## src/io_pkg.sv

```systemverilog
// I/O port block definitions
`default_nettype none

package io_pkg;

    localparam int IO_ADDR_W = 15; // Word address, bits 15:1
    localparam int DATA_W = 16;
    localparam int NUM_IRQS = 8;

    // Byte port addresses
    localparam logic [15:0] LEDS_PORT = 16'hfffe;
    localparam logic [15:0] IRQ_CONTROL_PORT = 16'hfff6;
    localparam logic [15:0] TIMER_PORT = 16'h0040; // Two words, 0040 and 0042

    // Bus word, whole or split for byte enables
    typedef union packed {
        logic [DATA_W-1:0] word;
        struct packed {
            logic [7:0] hi;
            logic [7:0] lo;
        } bytes;
    } io_word_t;

endpackage

`default_nettype wire

```

## src/io_req_if.sv

```systemverilog
// I/O write request bundle
`timescale 1ns/1ps
`default_nettype none

interface io_req_if;
    import io_pkg::*;

    logic wr_en;
    logic [1:0] bytesel;
    io_word_t wdata;
    logic addr_sel; // Address bit 1, word within a port

    modport decoder(output wr_en, output bytesel, output wdata, output addr_sel);

    modport target(input wr_en, input bytesel, input wdata, input addr_sel);

endinterface

`default_nettype wire

```

## src/io_decode.sv

```systemverilog
// I/O port address decoder
`timescale 1ns/1ps
`default_nettype none

module io_decode (
    input logic clk,
    input logic reset,
    input logic access,
    input logic [io_pkg::IO_ADDR_W:1] addr,
    input logic wr_en,
    input logic [1:0] bytesel,
    input logic [io_pkg::DATA_W-1:0] wdata,
    input logic ack,
    output logic leds_cs,
    output logic irq_cs,
    output logic timer_cs,
    output logic default_cs,
    io_req_if.decoder req
);
    import io_pkg::*;

    logic [DATA_W-1:0] port_addr;
    logic busy; // Select given, ack not seen yet
    logic any_cs;

    assign port_addr = {addr, 1'b0};
    assign any_cs = leds_cs | irq_cs | timer_cs | default_cs;

    always_comb begin
        leds_cs = 1'b0;
        irq_cs = 1'b0;
        timer_cs = 1'b0;
        default_cs = 1'b0;

        if (access && !busy) begin
            if (port_addr == LEDS_PORT)
                leds_cs = 1'b1;
            else if (port_addr == IRQ_CONTROL_PORT)
                irq_cs = 1'b1;
            else if (port_addr[15:2] == TIMER_PORT[15:2])
                timer_cs = 1'b1;
            else
                default_cs = 1'b1; // Unmapped, acked with zero data
        end
    end

    always_ff @(posedge clk) begin
        if (reset)
            busy <= 1'b0;
        else if (ack)
            busy <= 1'b0;
        else if (any_cs)
            busy <= 1'b1;
    end

    assign req.wr_en = wr_en;
    assign req.bytesel = bytesel;
    assign req.wdata = wdata;
    assign req.addr_sel = addr[1];

endmodule

`default_nettype wire

```

## src/io_irq_control.sv

```systemverilog
// Interrupt test and control register
`timescale 1ns/1ps
`default_nettype none

module io_irq_control (
    input logic clk,
    input logic reset,
    input logic cs,
    input logic timer_intr,
    io_req_if.target req,
    output logic ack,
    output io_pkg::io_word_t rdata,
    output logic [io_pkg::NUM_IRQS-1:0] irqs,
    output logic nmi
);
    import io_pkg::*;

    logic [6:0] intr_test;
    io_word_t cur;
    io_word_t nxt;
    logic access;

    assign access = cs & ~ack;

    always_comb begin
        cur.word = {nmi, 8'b0, intr_test};
        nxt = cur;
        if (req.bytesel[0])
            nxt.bytes.lo = req.wdata.bytes.lo;
        if (req.bytesel[1])
            nxt.bytes.hi = req.wdata.bytes.hi;
    end

    // Timer on line 0, line 7 unused
    assign irqs = NUM_IRQS'(intr_test) | NUM_IRQS'(timer_intr);

    always_ff @(posedge clk) begin
        if (reset) begin
            ack <= 1'b0;
            rdata <= '0;
            intr_test <= '0;
            nmi <= 1'b0;
        end else begin
            ack <= access;
            rdata <= '0;
            if (access && req.wr_en) begin
                intr_test <= nxt.word[6:0];
                nmi <= nxt.word[15];
            end
            if (access && !req.wr_en)
                rdata <= cur;
        end
    end

endmodule

`default_nettype wire

```

## src/io_leds_register.sv

```systemverilog
// LED output register
`timescale 1ns/1ps
`default_nettype none

module io_leds_register #(
    parameter int NUM_LEDS = 8
) (
    input logic clk,
    input logic reset,
    input logic cs,
    io_req_if.target req,
    output logic ack,
    output io_pkg::io_word_t rdata,
    output logic [NUM_LEDS-1:0] leds
);
    import io_pkg::*;

    io_word_t cur;
    io_word_t nxt;
    logic access;

    assign access = cs & ~ack;

    always_comb begin
        cur.word = DATA_W'(leds); // Zero extended
        nxt = cur;
        if (req.bytesel[0])
            nxt.bytes.lo = req.wdata.bytes.lo;
        if (req.bytesel[1])
            nxt.bytes.hi = req.wdata.bytes.hi;
    end

    always_ff @(posedge clk) begin
        if (reset) begin
            ack <= 1'b0;
            rdata <= '0;
            leds <= '0;
        end else begin
            ack <= access;
            rdata <= '0;
            if (access && req.wr_en)
                leds <= nxt.word[NUM_LEDS-1:0];
            if (access && !req.wr_en)
                rdata <= cur;
        end
    end

endmodule

`default_nettype wire

```

## src/io_response.sv

```systemverilog
// Read data and acknowledge merge
`timescale 1ns/1ps
`default_nettype none

module io_response (
    input logic clk,
    input logic reset,
    input logic default_cs,
    input logic leds_ack,
    input io_pkg::io_word_t leds_rdata,
    input logic irq_ack,
    input io_pkg::io_word_t irq_rdata,
    input logic timer_ack,
    input io_pkg::io_word_t timer_rdata,
    output logic ack,
    output io_pkg::io_word_t rdata
);

    logic default_ack;

    // Unmapped port, one-shot ack and no data
    always_ff @(posedge clk) begin
        if (reset)
            default_ack <= 1'b0;
        else
            default_ack <= default_cs & ~default_ack;
    end

    assign ack = leds_ack | irq_ack | timer_ack | default_ack;

    // Idle blocks drive zero
    assign rdata.word = leds_rdata.word | irq_rdata.word | timer_rdata.word;

endmodule

`default_nettype wire

```

## src/io_subsystem.sv

```systemverilog
// I/O port subsystem top
`timescale 1ns/1ps
`default_nettype none

module io_subsystem #(
    parameter int NUM_LEDS = 8,
    parameter int TIMER_PRESCALE = 4
) (
    input logic clk,
    input logic reset,
    input logic access,
    input logic [io_pkg::IO_ADDR_W:1] addr,
    input logic wr_en,
    input logic [1:0] bytesel,
    input logic [io_pkg::DATA_W-1:0] wdata,
    output logic [io_pkg::DATA_W-1:0] rdata,
    output logic ack,
    output logic [NUM_LEDS-1:0] leds,
    output logic [io_pkg::NUM_IRQS-1:0] irqs,
    output logic nmi
);
    import io_pkg::*;

    logic leds_cs;
    logic irq_cs;
    logic timer_cs;
    logic default_cs;
    logic leds_ack;
    logic irq_ack;
    logic timer_ack;
    logic timer_intr;
    io_word_t leds_rdata;
    io_word_t irq_rdata;
    io_word_t timer_rdata;
    io_word_t bus_rdata;

    io_req_if req_bus();

    io_decode io_decode_inst (
        .clk(clk),
        .reset(reset),
        .access(access),
        .addr(addr),
        .wr_en(wr_en),
        .bytesel(bytesel),
        .wdata(wdata),
        .ack(ack),
        .leds_cs(leds_cs),
        .irq_cs(irq_cs),
        .timer_cs(timer_cs),
        .default_cs(default_cs),
        .req(req_bus.decoder)
    );

    io_leds_register #(.NUM_LEDS(NUM_LEDS)) io_leds_register_inst (
        .clk(clk),
        .reset(reset),
        .cs(leds_cs),
        .req(req_bus.target),
        .ack(leds_ack),
        .rdata(leds_rdata),
        .leds(leds)
    );

    io_irq_control io_irq_control_inst (
        .clk(clk),
        .reset(reset),
        .cs(irq_cs),
        .timer_intr(timer_intr),
        .req(req_bus.target),
        .ack(irq_ack),
        .rdata(irq_rdata),
        .irqs(irqs),
        .nmi(nmi)
    );

    io_timer #(.TIMER_PRESCALE(TIMER_PRESCALE)) io_timer_inst (
        .clk(clk),
        .reset(reset),
        .cs(timer_cs),
        .req(req_bus.target),
        .ack(timer_ack),
        .rdata(timer_rdata),
        .intr(timer_intr)
    );

    io_response io_response_inst (
        .clk(clk),
        .reset(reset),
        .default_cs(default_cs),
        .leds_ack(leds_ack),
        .leds_rdata(leds_rdata),
        .irq_ack(irq_ack),
        .irq_rdata(irq_rdata),
        .timer_ack(timer_ack),
        .timer_rdata(timer_rdata),
        .ack(ack),
        .rdata(bus_rdata)
    );

    assign rdata = bus_rdata.word;

endmodule

`default_nettype wire

```

## src/io_timer.sv

```systemverilog
// Programmable interval timer
`timescale 1ns/1ps
`default_nettype none

module io_timer #(
    parameter int TIMER_PRESCALE = 4
) (
    input logic clk,
    input logic reset,
    input logic cs,
    io_req_if.target req,
    output logic ack,
    output io_pkg::io_word_t rdata,
    output logic intr
);
    import io_pkg::*;

    localparam int PRE_W = (TIMER_PRESCALE > 1) ? $clog2(TIMER_PRESCALE) : 1;

    io_word_t reload;
    io_word_t reload_nxt;
    logic [DATA_W-1:0] count;
    logic [PRE_W-1:0] pre_cnt;
    logic enabled;
    logic pending;
    logic access;
    logic tick;
    logic expire;

    assign access = cs & ~ack;
    assign tick = enabled && (pre_cnt == PRE_W'(TIMER_PRESCALE - 1));
    assign expire = tick && (count <= DATA_W'(1)); // Count reaches zero
    assign intr = pending;

    always_comb begin
        reload_nxt = reload;
        if (req.bytesel[0])
            reload_nxt.bytes.lo = req.wdata.bytes.lo;
        if (req.bytesel[1])
            reload_nxt.bytes.hi = req.wdata.bytes.hi;
    end

    always_ff @(posedge clk) begin
        if (reset) begin
            ack <= 1'b0;
            rdata <= '0;
            reload <= '0;
            count <= '0;
            pre_cnt <= '0;
            enabled <= 1'b0;
            pending <= 1'b0;
        end else begin
            ack <= access;
            rdata <= '0;

            if (enabled)
                pre_cnt <= tick ? '0 : pre_cnt + 1'b1;
            if (expire)
                count <= reload.word;
            else if (tick)
                count <= count - 1'b1;

            if (access && req.wr_en && !req.addr_sel) begin
                reload <= reload_nxt;
                count <= reload_nxt.word; // Restart from the new value
                pre_cnt <= '0;
            end
            if (access && req.wr_en && req.addr_sel && req.bytesel[0]) begin
                enabled <= req.wdata.bytes.lo[0];
                if (req.wdata.bytes.lo[1])
                    pending <= 1'b0;
            end
            if (expire)
                pending <= 1'b1; // New expiry beats a clear

            if (access && !req.wr_en)
                rdata.word <= req.addr_sel ? count : reload.word;
        end
    end

endmodule

`default_nettype wire

```

## config.mk

```make
export PLATFORM = sky130hd
export DESIGN_NAME = io_subsystem
export DESIGN_NICKNAME = d
export VERILOG_FILES = /design/src/io_pkg.sv /design/src/io_req_if.sv /design/src/io_decode.sv /design/src/io_irq_control.sv /design/src/io_leds_register.sv /design/src/io_response.sv /design/src/io_subsystem.sv /design/src/io_timer.sv
export SDC_FILE = /design/constraint.sdc
export NUM_CORES = 1
export LEC_CHECK = 0
export ABC_AREA = 1
export BUFFER_PORTS_ARGS = -buffer_cell sky130_fd_sc_hd__buf_2
export CAP_MARGIN = 20
export CORE_MARGIN = 8
export CORE_UTILIZATION = 57
export DETAILED_ROUTE_END_ITERATION = 10
export PLACE_DENSITY = 0.83
export SLEW_MARGIN = 10
export SYNTH_ARGS = -nofsm -noshare
export SYNTH_HDL_FRONTEND = slang
export SYNTH_SLANG_ARGS = --single-unit
```

## constraint.sdc

```tcl
create_clock -name clk -period 2.2 [get_ports clk]
set_clock_uncertainty 0.05 [all_clocks]
set_input_delay 0.33 -clock clk [delete_from_list [all_inputs] [get_ports clk]]
set_output_delay 0.33 -clock clk [all_outputs]
set_load 0.02 [all_outputs]
```

==> flow_summary.json, run 1 <==
{
  "nNetsFinal": 795,
  "yosysTopAreaCell": "sky130_fd_sc_hd__dfxtp_1",
  "synth_area_leaders": "sky130_fd_sc_hd__dfxtp_1, sky130_fd_sc_hd__nand2_1, sky130_fd_sc_hd__nor2_1",
  "global_route_wire_length_before_repair_mm": 20.1,
  "detail_route.wl_per_cell_um": 14.0,
  "post_cts_resized": 0,
  "fin_crit_sh_pct": 86.3,
  "multi_input_comb_area_um2": 2250,
  "crit_path_max_fanout": 18,
  "timing.max_slew.rel_slack_pct": 48.8,
  "gr-usage-all-layers_pct": 21.9,
  "dr_total_vias": 4533,
  "cp_data_required_time_ns": 2.42,
  "final.setup.tns_ns": 0,
  "drt.antenna.violating_nets": 0,
  "floorplan.rows": 32,
  "syn_area_um2": 4580,
  "netlist-cell-type-count": 34,
  "final.fill_count": 694,
  "die_area_um2": 11200,
  "cts.sinks": 89,
  "floorplan.initialDensity_pct": 59.0,
  "ff_latch_area_um2": 1780,
  "ctsLongestPathBuffers": 2,
  "rr_startpoint": "io_timer_inst.pre_cnt[0]",
  "cts.clk_slew.worst_paths_ns": 0.09,
  "drive_gt1_share_pct": 15.5,
  "synth-main-ff-cell": "sky130_fd_sc_hd__dfxtp_1",
  "first_global_vias": 4299,
  "holdPathStages": 3,
  "netlist.area_leader.share_pct": 38.9,
  "vdd_drop_max_mv": 0.362,
  "design.portCount": 71,
  "synth_top_cells_by_count": "sky130_fd_sc_hd__nand2_1, sky130_fd_sc_hd__nor2_1, sky130_fd_sc_hd__dfxtp_1",
  "placeableCoreArea_um2": 7770,
  "grt_setup_unrepaired": "false",
  "regToRegSetupSlack_ns": 0.30,
  "root_buffer": "sky130_fd_sc_hd__clkbuf_8",
  "n_antenna_cell": 0,
  "place_worst_setup_slack_ns": 0.243,
  "final-max-slew-violation-count": 0,
  "fmaxAchievable_mhz": 527,
  "worstSetupStartpointType": "flip-flop",
  "maxCapViolCount": 0,
  "clk-insertion-delay-late_ns": 0.37,
  "hold_end": "io_leds_register_inst.leds[1]",
  "route.detailed.vias_per_inst": 5.26,
  "worst_slew_pin_slew_ns": 0.766,
  "cts_setup_buffers": 0,
  "setup_viol": 0,
  "dieHeight_um": 106,
  "postSynthRegisterBits": 89,
  "grt_max_degree": 36,
  "cp_data_arrival_time_ns": 2.12,
  "htree_levels": 3,
  "postSynthCellCount": 702,
  "synth.net_count": 742,
  "synth-warning-count": 0,
  "worstSetupEndpointType": "flip-flop",
  "layout_min_cycle_time_ns": 1.90,
  "ff2ff_path_depth": 11,
  "tritoncts": "built",
  "report.final.hold_viol_count": 0,
  "grt_total_ovfl": 0,
  "synth.most_common_cell": "sky130_fd_sc_hd__nand2_1",
  "critical_register_to_register_path_endpoint": "io_timer_inst.count[13]",
  "postRouteWirelength_mm": 12.1,
  "synth_sequential_area_ratio_pct": 38.9,
  "postPlaceCellArea_um2": 4900,
  "power_density_nw_per_um2": 558,
  "firstDrtPassIters": 5,
  "worst_slack_ns": 0.301,
  "die_width_um": 106,
  "power_leakage_nw": 2.50,
  "cts_hold_repair.buffers": 0,
  "place.port_buffers": 69,
  "cts_buffers": 9,
  "hold_path_class": "primary input to flip-flop",
  "flow.area_growth_from_synthesis_pct": 11.1,
  "hpwl_mm": 8.83,
  "synth_enable_flop_cells": 0,
  "holdCritStartpoint": "wdata[1]",
  "outcome": "finished clean",
  "route.detailed.drc": 0,
  "grt_antenna_before_repair": 0,
  "drt_iter0_drc": 341,
  "gp_congestion": 0.903,
  "ys_async_sr_fraction_pct": 0,
  "synthesis.area_per_instance_um2": 6.52,
  "worstSetupPathType": "flip-flop to flip-flop",
  "stdcell_area_um2": 5090
}
-- logic make-up (layout without fill, tap and decap cells) --
family                     after synthesis  count (layout)  synth area share, %
AOI/OAI and AO/OA                       65              65                 7.87
xor gates and xnor gates                 5               5                0.956
adders and majority gates                3               3                0.820
buffers and inverters                  119             177                 11.9
DFF                                     89              89                 38.9
other                                    1               1               0.0819
and+or+nand+nor                        420             420                 39.5
-- report_power, final --
part / internal, mW / switching (mW) / leakage (nW)
clock network: 0.432 / 0.652 / 0.0934
logic: 0.0451 / 0.0980 / 1.69
registers: 1.61 / 0.00169 / 0.717
total: 2.09 / 0.751 / 2.50
-- flip-flops by register name (all words and copies together), names as in the netlist --
signal,flops
io_timer_inst.count,16
io_timer_inst.rdata,16
io_timer_inst.reload,16
io_irq_control_inst.rdata,8
io_leds_register_inst.leds,8
io_leds_register_inst.rdata,8
io_irq_control_inst.intr_test,7
io_timer_inst.pre_cnt,2
io_decode_inst.busy,1
io_irq_control_inst.ack,1
io_irq_control_inst.nmi,1
io_leds_register_inst.ack,1
io_response_inst.default_ack,1
io_timer_inst.ack,1
io_timer_inst.enabled,1
io_timer_inst.intr,1
-- per-stage QoR --
stage,utilization (%),hold WS (ns),cells,total power [mW]
after floorplan,-,0.354,702,1.73
after global placement,63.1,0.378,846,1.79
after detailed placement,63.1,0.390,846,1.79
after CTS,65.5,0.163,862,2.85
after global routing,65.5,0.165,862,2.95
final,65.5,0.174,862,2.84
-- how the worst max path moves through the flow --
stage | endpoint | slack [ns] | start
after detailed placement | io_timer_inst.reload[6] | 0.24 | addr[12]
after floorplan | io_timer_inst.count[5] | 0.50 | io_timer_inst.pre_cnt[0]
after global routing | io_timer_inst.count[7] | 0.15 | io_timer_inst.pre_cnt[0]
after global placement | io_timer_inst.reload[15] | 0.29 | addr[15]
final | io_timer_inst.count[13] | 0.30 | io_timer_inst.pre_cnt[0]
after CTS | io_timer_inst.count[13] | 0.32 | io_timer_inst.pre_cnt[0]
-- worst max-delay path, stage by stage, from the launching register on --
cell and delay [ns]:
sky130_fd_sc_hd__dfxtp_1 0.37, sky130_fd_sc_hd__ha_1 0.21, sky130_fd_sc_hd__nand2_4 0.17, sky130_fd_sc_hd__clkinv_2 0.12
sky130_fd_sc_hd__nand3_2 0.09, sky130_fd_sc_hd__nor3_4 0.20, sky130_fd_sc_hd__buf_4 0.21, sky130_fd_sc_hd__nand3_1 0.08
sky130_fd_sc_hd__nand2_1 0.07, sky130_fd_sc_hd__nor2_1 0.04, sky130_fd_sc_hd__nor2_1 0.14, sky130_fd_sc_hd__nor2_1 0.05
-- cell type report --
class | count | area share (%)
clock buffers | 9 | 2.43
clock inverters | 7 | 1.25
inverters | 80 | 5.93
multi-input cells | 494 | 44.3
flip-flops and latches | 89 | 35.0
well taps | 102 | 2.51
repair buffers | 81 | 8.56
-- per-layer routing --
metal,track usage [%],share of wire [%]
met5,0,0
met4,9.55,2.3
met3,3.53,8.0
met2,34.3,45
met1,29.1,44
-- cells in the final DEF (no fill, tap or decap), types with 2 or more instances in the layout --
| cell | synthesis | layout |
|---|---|---|
| sky130_fd_sc_hd__a21oi_1 | 26 | 26 |
| sky130_fd_sc_hd__buf_2 | 5 | 69 |
| sky130_fd_sc_hd__buf_4 | 18 | 12 |
| sky130_fd_sc_hd__clkbuf_8 | 0 | 9 |
| sky130_fd_sc_hd__clkinv_2 | 1 | 2 |
| sky130_fd_sc_hd__dfxtp_1 | 89 | 89 |
| sky130_fd_sc_hd__ha_1 | 3 | 3 |
| sky130_fd_sc_hd__inv_1 | 76 | 76 |
| sky130_fd_sc_hd__inv_2 | 2 | 2 |
| sky130_fd_sc_hd__inv_6 | 0 | 3 |
| sky130_fd_sc_hd__nand2_1 | 171 | 171 |
| sky130_fd_sc_hd__nand2_2 | 2 | 2 |
| sky130_fd_sc_hd__nand2_4 | 4 | 4 |
| sky130_fd_sc_hd__nand3_1 | 68 | 68 |
| sky130_fd_sc_hd__nand3_2 | 2 | 2 |
| sky130_fd_sc_hd__nand3b_1 | 3 | 3 |
| sky130_fd_sc_hd__nand4_1 | 3 | 3 |
| sky130_fd_sc_hd__nor2_1 | 149 | 149 |
| sky130_fd_sc_hd__nor2_2 | 3 | 3 |
| sky130_fd_sc_hd__nor3_1 | 2 | 2 |
| sky130_fd_sc_hd__o21ai_0 | 20 | 20 |
| sky130_fd_sc_hd__o22ai_1 | 16 | 16 |
| sky130_fd_sc_hd__or2_2 | 3 | 3 |
| sky130_fd_sc_hd__or3_1 | 7 | 7 |
| sky130_fd_sc_hd__xor2_1 | 5 | 5 |
No activity file was read; power rests on OpenSTA's default activity.
==> run 2: changes to the inputs <==
- ABC_AREA: 1 -> default
- CORE_UTILIZATION: 57 -> 56
==> run 2 against run 1 <==
Net effect: register-to-register slack got worse by 0.05 ns; highest routed layer unchanged; critical endpoint is now io_timer_inst.count[1]; clock power hardly changed; final cell count fell by 30%; utilization increased by 1.3 points; sequential share of layout area rose by 1.7 points; via count fell by 25%.
==> flow_summary.json, run 2 <==
{
  "root_buffer": "sky130_fd_sc_hd__clkbuf_8",
  "cp_data_required_time_ns": 2.44,
  "cts.clk_slew.worst_paths_ns": 0.09,
  "synth_sequential_area_ratio_pct": 42.5,
  "gr-usage-all-layers_pct": 19.7,
  "clk-insertion-delay-late_ns": 0.36,
  "die_area_um2": 10500,
  "gp_congestion": 0.889,
  "die_width_um": 103,
  "n_antenna_cell": 0,
  "global_route_wire_length_before_repair_mm": 16.4,
  "worst_slack_ns": 0.250,
  "postSynthRegisterBits": 89,
  "yosysTopAreaCell": "sky130_fd_sc_hd__dfxtp_1",
  "netlist-cell-type-count": 50,
  "netlist.area_leader.share_pct": 42.5,
  "grt_max_degree": 26,
  "post_cts_resized": 0,
  "cts_buffers": 9,
  "fin_crit_sh_pct": 88.6,
  "design.portCount": 71,
  "tritoncts": "built",
  "synth_enable_flop_cells": 0,
  "detail_route.wl_per_cell_um": 16.5,
  "power_mw": 2.87,
  "clock_power_share_pct": 38.2,
  "synth-main-ff-cell": "sky130_fd_sc_hd__dfxtp_1",
  "grt_setup_unrepaired": "false",
  "combinationalPowerShare_pct": 5.6,
  "place.port_buffers": 69,
  "synth.net_count": 474,
  "timing.max_slew.rel_slack_pct": 64.4,
  "holdPathStages": 2,
  "internal-power_mw": 2.13,
  "placeableCoreArea_um2": 7250,
  "setup_viol": 0,
  "ff2ff_path_depth": 6,
  "postRouteWirelength_mm": 9.99,
  "dr_total_vias": 3381,
  "ctsLongestPathBuffers": 2,
  "final.fill_count": 595,
  "hpwl_mm": 7.36,
  "firstDrtPassIters": 4,
  "synthesis.area_per_instance_um2": 9.67,
  "worst_slew_pin_slew_ns": 0.534,
  "dieHeight_um": 103,
  "cts_hold_repair.buffers": 0,
  "vdd_drop_max_mv": 0.430,
  "hold_end": "io_timer_inst.intr",
  "holdCritStartpoint": "wdata[1]",
  "grt_antenna_before_repair": 0,
  "layout_min_cycle_time_ns": 1.95,
  "postSynthCellCount": 434,
  "layout_common_cells": "sky130_fd_sc_hd__dfxtp_1, sky130_fd_sc_hd__nor2_1, sky130_fd_sc_hd__buf_2, sky130_fd_sc_hd__mux2i_1, sky130_fd_sc_hd__buf_4",
  "route.detailed.drc": 0,
  "drive_gt1_share_pct": 28.0,
  "mostFrequentLayoutCell": "sky130_fd_sc_hd__dfxtp_1",
  "critical_path.cell_chain": "inv_1 > ha_1 > o2111ai_2 > or2_0 > o211ai_1 > a21oi_1",
  "route.detailed.vias_per_inst": 5.57,
  "flow.area_growth_from_synthesis_pct": 15.5,
  "cts_setup_buffers": 0,
  "outcome": "finished clean",
  "synth_area_leaders": "sky130_fd_sc_hd__dfxtp_1, sky130_fd_sc_hd__mux2i_1, sky130_fd_sc_hd__nor2_1",
  "grt_total_ovfl": 0,
  "syn_area_um2": 4200,
  "final-max-slew-violation-count": 0,
  "critical_register_to_register_path_endpoint": "io_timer_inst.count[1]",
  "first_global_vias": 3363,
  "rr_startpoint": "io_timer_inst.count[0]",
  "ys_async_sr_fraction_pct": 0,
  "synth.most_common_cell": "sky130_fd_sc_hd__dfxtp_1",
  "p_switching_mw": 0.748,
  "drt_iter0_drc": 187,
  "htree_levels": 3,
  "final.setup.tns_ns": 0,
  "hold_path_class": "primary input to flip-flop",
  "cp_data_arrival_time_ns": 2.19,
  "cts.sinks": 89,
  "reg_top3": "io_timer_inst.count: 16 flops, io_timer_inst.rdata: 16 flops, io_timer_inst.reload: 16 flops",
  "power_leakage_nw": 2.21,
  "worstSetupPathType": "flip-flop to flip-flop",
  "synth-warning-count": 0,
  "synth_top_cells_by_count": "sky130_fd_sc_hd__dfxtp_1, sky130_fd_sc_hd__nor2_1, sky130_fd_sc_hd__mux2i_1",
  "report.final.hold_viol_count": 0,
  "crit_path_max_incr_delay_ns": 0.46,
  "netSwitchingFraction_pct": 26.0,
  "floorplan.initialDensity_pct": 57.8,
  "crit_path_max_fanout": 7,
  "worstSetupEndpointType": "flip-flop",
  "drt.antenna.violating_nets": 0,
  "seq_power_share_pct": 56.1,
  "nNetsFinal": 543,
  "power_density_nw_per_um2": 593,
  "regToRegSetupSlack_ns": 0.25,
  "worstSetupStartpointType": "flip-flop",
  "maxCapViolCount": 0,
  "crit_slowest_cell": "sky130_fd_sc_hd__dfxtp_1",
  "place_worst_setup_slack_ns": 0.123,
  "floorplan.rows": 31,
  "fmaxAchievable_mhz": 513
}
run 2: cell count changes after synthesis, moves of 9 or more:
cell and change:
sky130_fd_sc_hd__xnor2_1 +10, sky130_fd_sc_hd__o22ai_1 -15, sky130_fd_sc_hd__o21ai_0 -9, sky130_fd_sc_hd__nand3_1 -62
sky130_fd_sc_hd__nand2_1 -162, sky130_fd_sc_hd__a21o_1 +11, sky130_fd_sc_hd__mux2i_1 +53, sky130_fd_sc_hd__nor2_1 -80
sky130_fd_sc_hd__and2_1 +18, sky130_fd_sc_hd__inv_1 -72
run 2: power groups by stage:
stage	Clock [mW]	Sequential, mW	Combinational (mW)
2_1_floorplan	0	1.65	0.0899
3_3_place_gp	0	1.65	0.156
3_5_place_dp	0	1.65	0.161
4_1_cts	1.12	1.61	0.162
5_1_grt	1.19	1.61	0.175
6_report	1.10	1.61	0.162
run 2: logic make-up after synthesis:
logic type	count (synthesis)	share of synthesized area [%]
other	1	0.0894
flip-flops	89	42.5
multiplexers	53	12.6
adder cells (fa/ha/maj)	3	0.895
XOR/XNOR	10	2.09
AO/OA/AOI/OAI	77	14.2
buffers and inverters	42	5.73
AND/OR/NAND/NOR	159	21.9
run 2: worst max path at each step:
stage                                   end  slack, ns  cells after the start              startpoint
floorplan            io_timer_inst.count[0]       0.37                      8  io_timer_inst.count[0]
global placement     io_timer_inst.count[4]       0.16                      7                addr[11]
detailed placement   io_timer_inst.count[6]       0.12                      7                 addr[9]
CTS                 io_timer_inst.count[11]       0.26                      6  io_timer_inst.count[8]
global route        io_timer_inst.count[11]       0.08                      6  io_timer_inst.count[2]
finish               io_timer_inst.count[1]       0.25                      6  io_timer_inst.count[0]
run 2: area by class of cell:
cell class,instances,area [µm²],area share (%)
Inverter,4,15.0,0.310
Timing Repair Buffer,96,561,11.6
Clock buffer,9,124,2.56
Sequential cell,89,1780,36.8
Tap cell,99,124,2.56
Multi-Input combinational cell,303,2170,44.8
Clock inverter,7,67.6,1.39
run 2: layer usage:
metal	part of all wire [%]	wire (µm)	GRT usage [%]	vias to the layer above
met3	7.4	740	4.73	11
li1	-	-	-	1671
met5	0	0	0	-
met4	1.3	132	7.45	0
met1	43	4250	23.1	1594
met2	49	4870	34.1	105
run 2: critical path: cells and delay by family (launching register included):
family | cells | cell delay (ns)
buffers and inverters | 1 | 0.07
DFF | 1 | 0.46
adders and majority gates | 1 | 0.22
and+or+nand+nor | 1 | 0.40
AOI/OAI and AO/OA | 3 | 0.68
run 2: metrics by stage:
stage	hold slack (ns)	instance area (µm²)	util [%]	std cells
2_1_floorplan	0.342	4200	-	434
4_1_cts	0.160	4850	66.8	607
6_report	0.174	4850	66.8	607
3_5_place_dp	0.365	4650	64.2	591
5_1_grt	0.177	4850	66.8	607
3_3_place_gp	0.351	4650	64.2	591
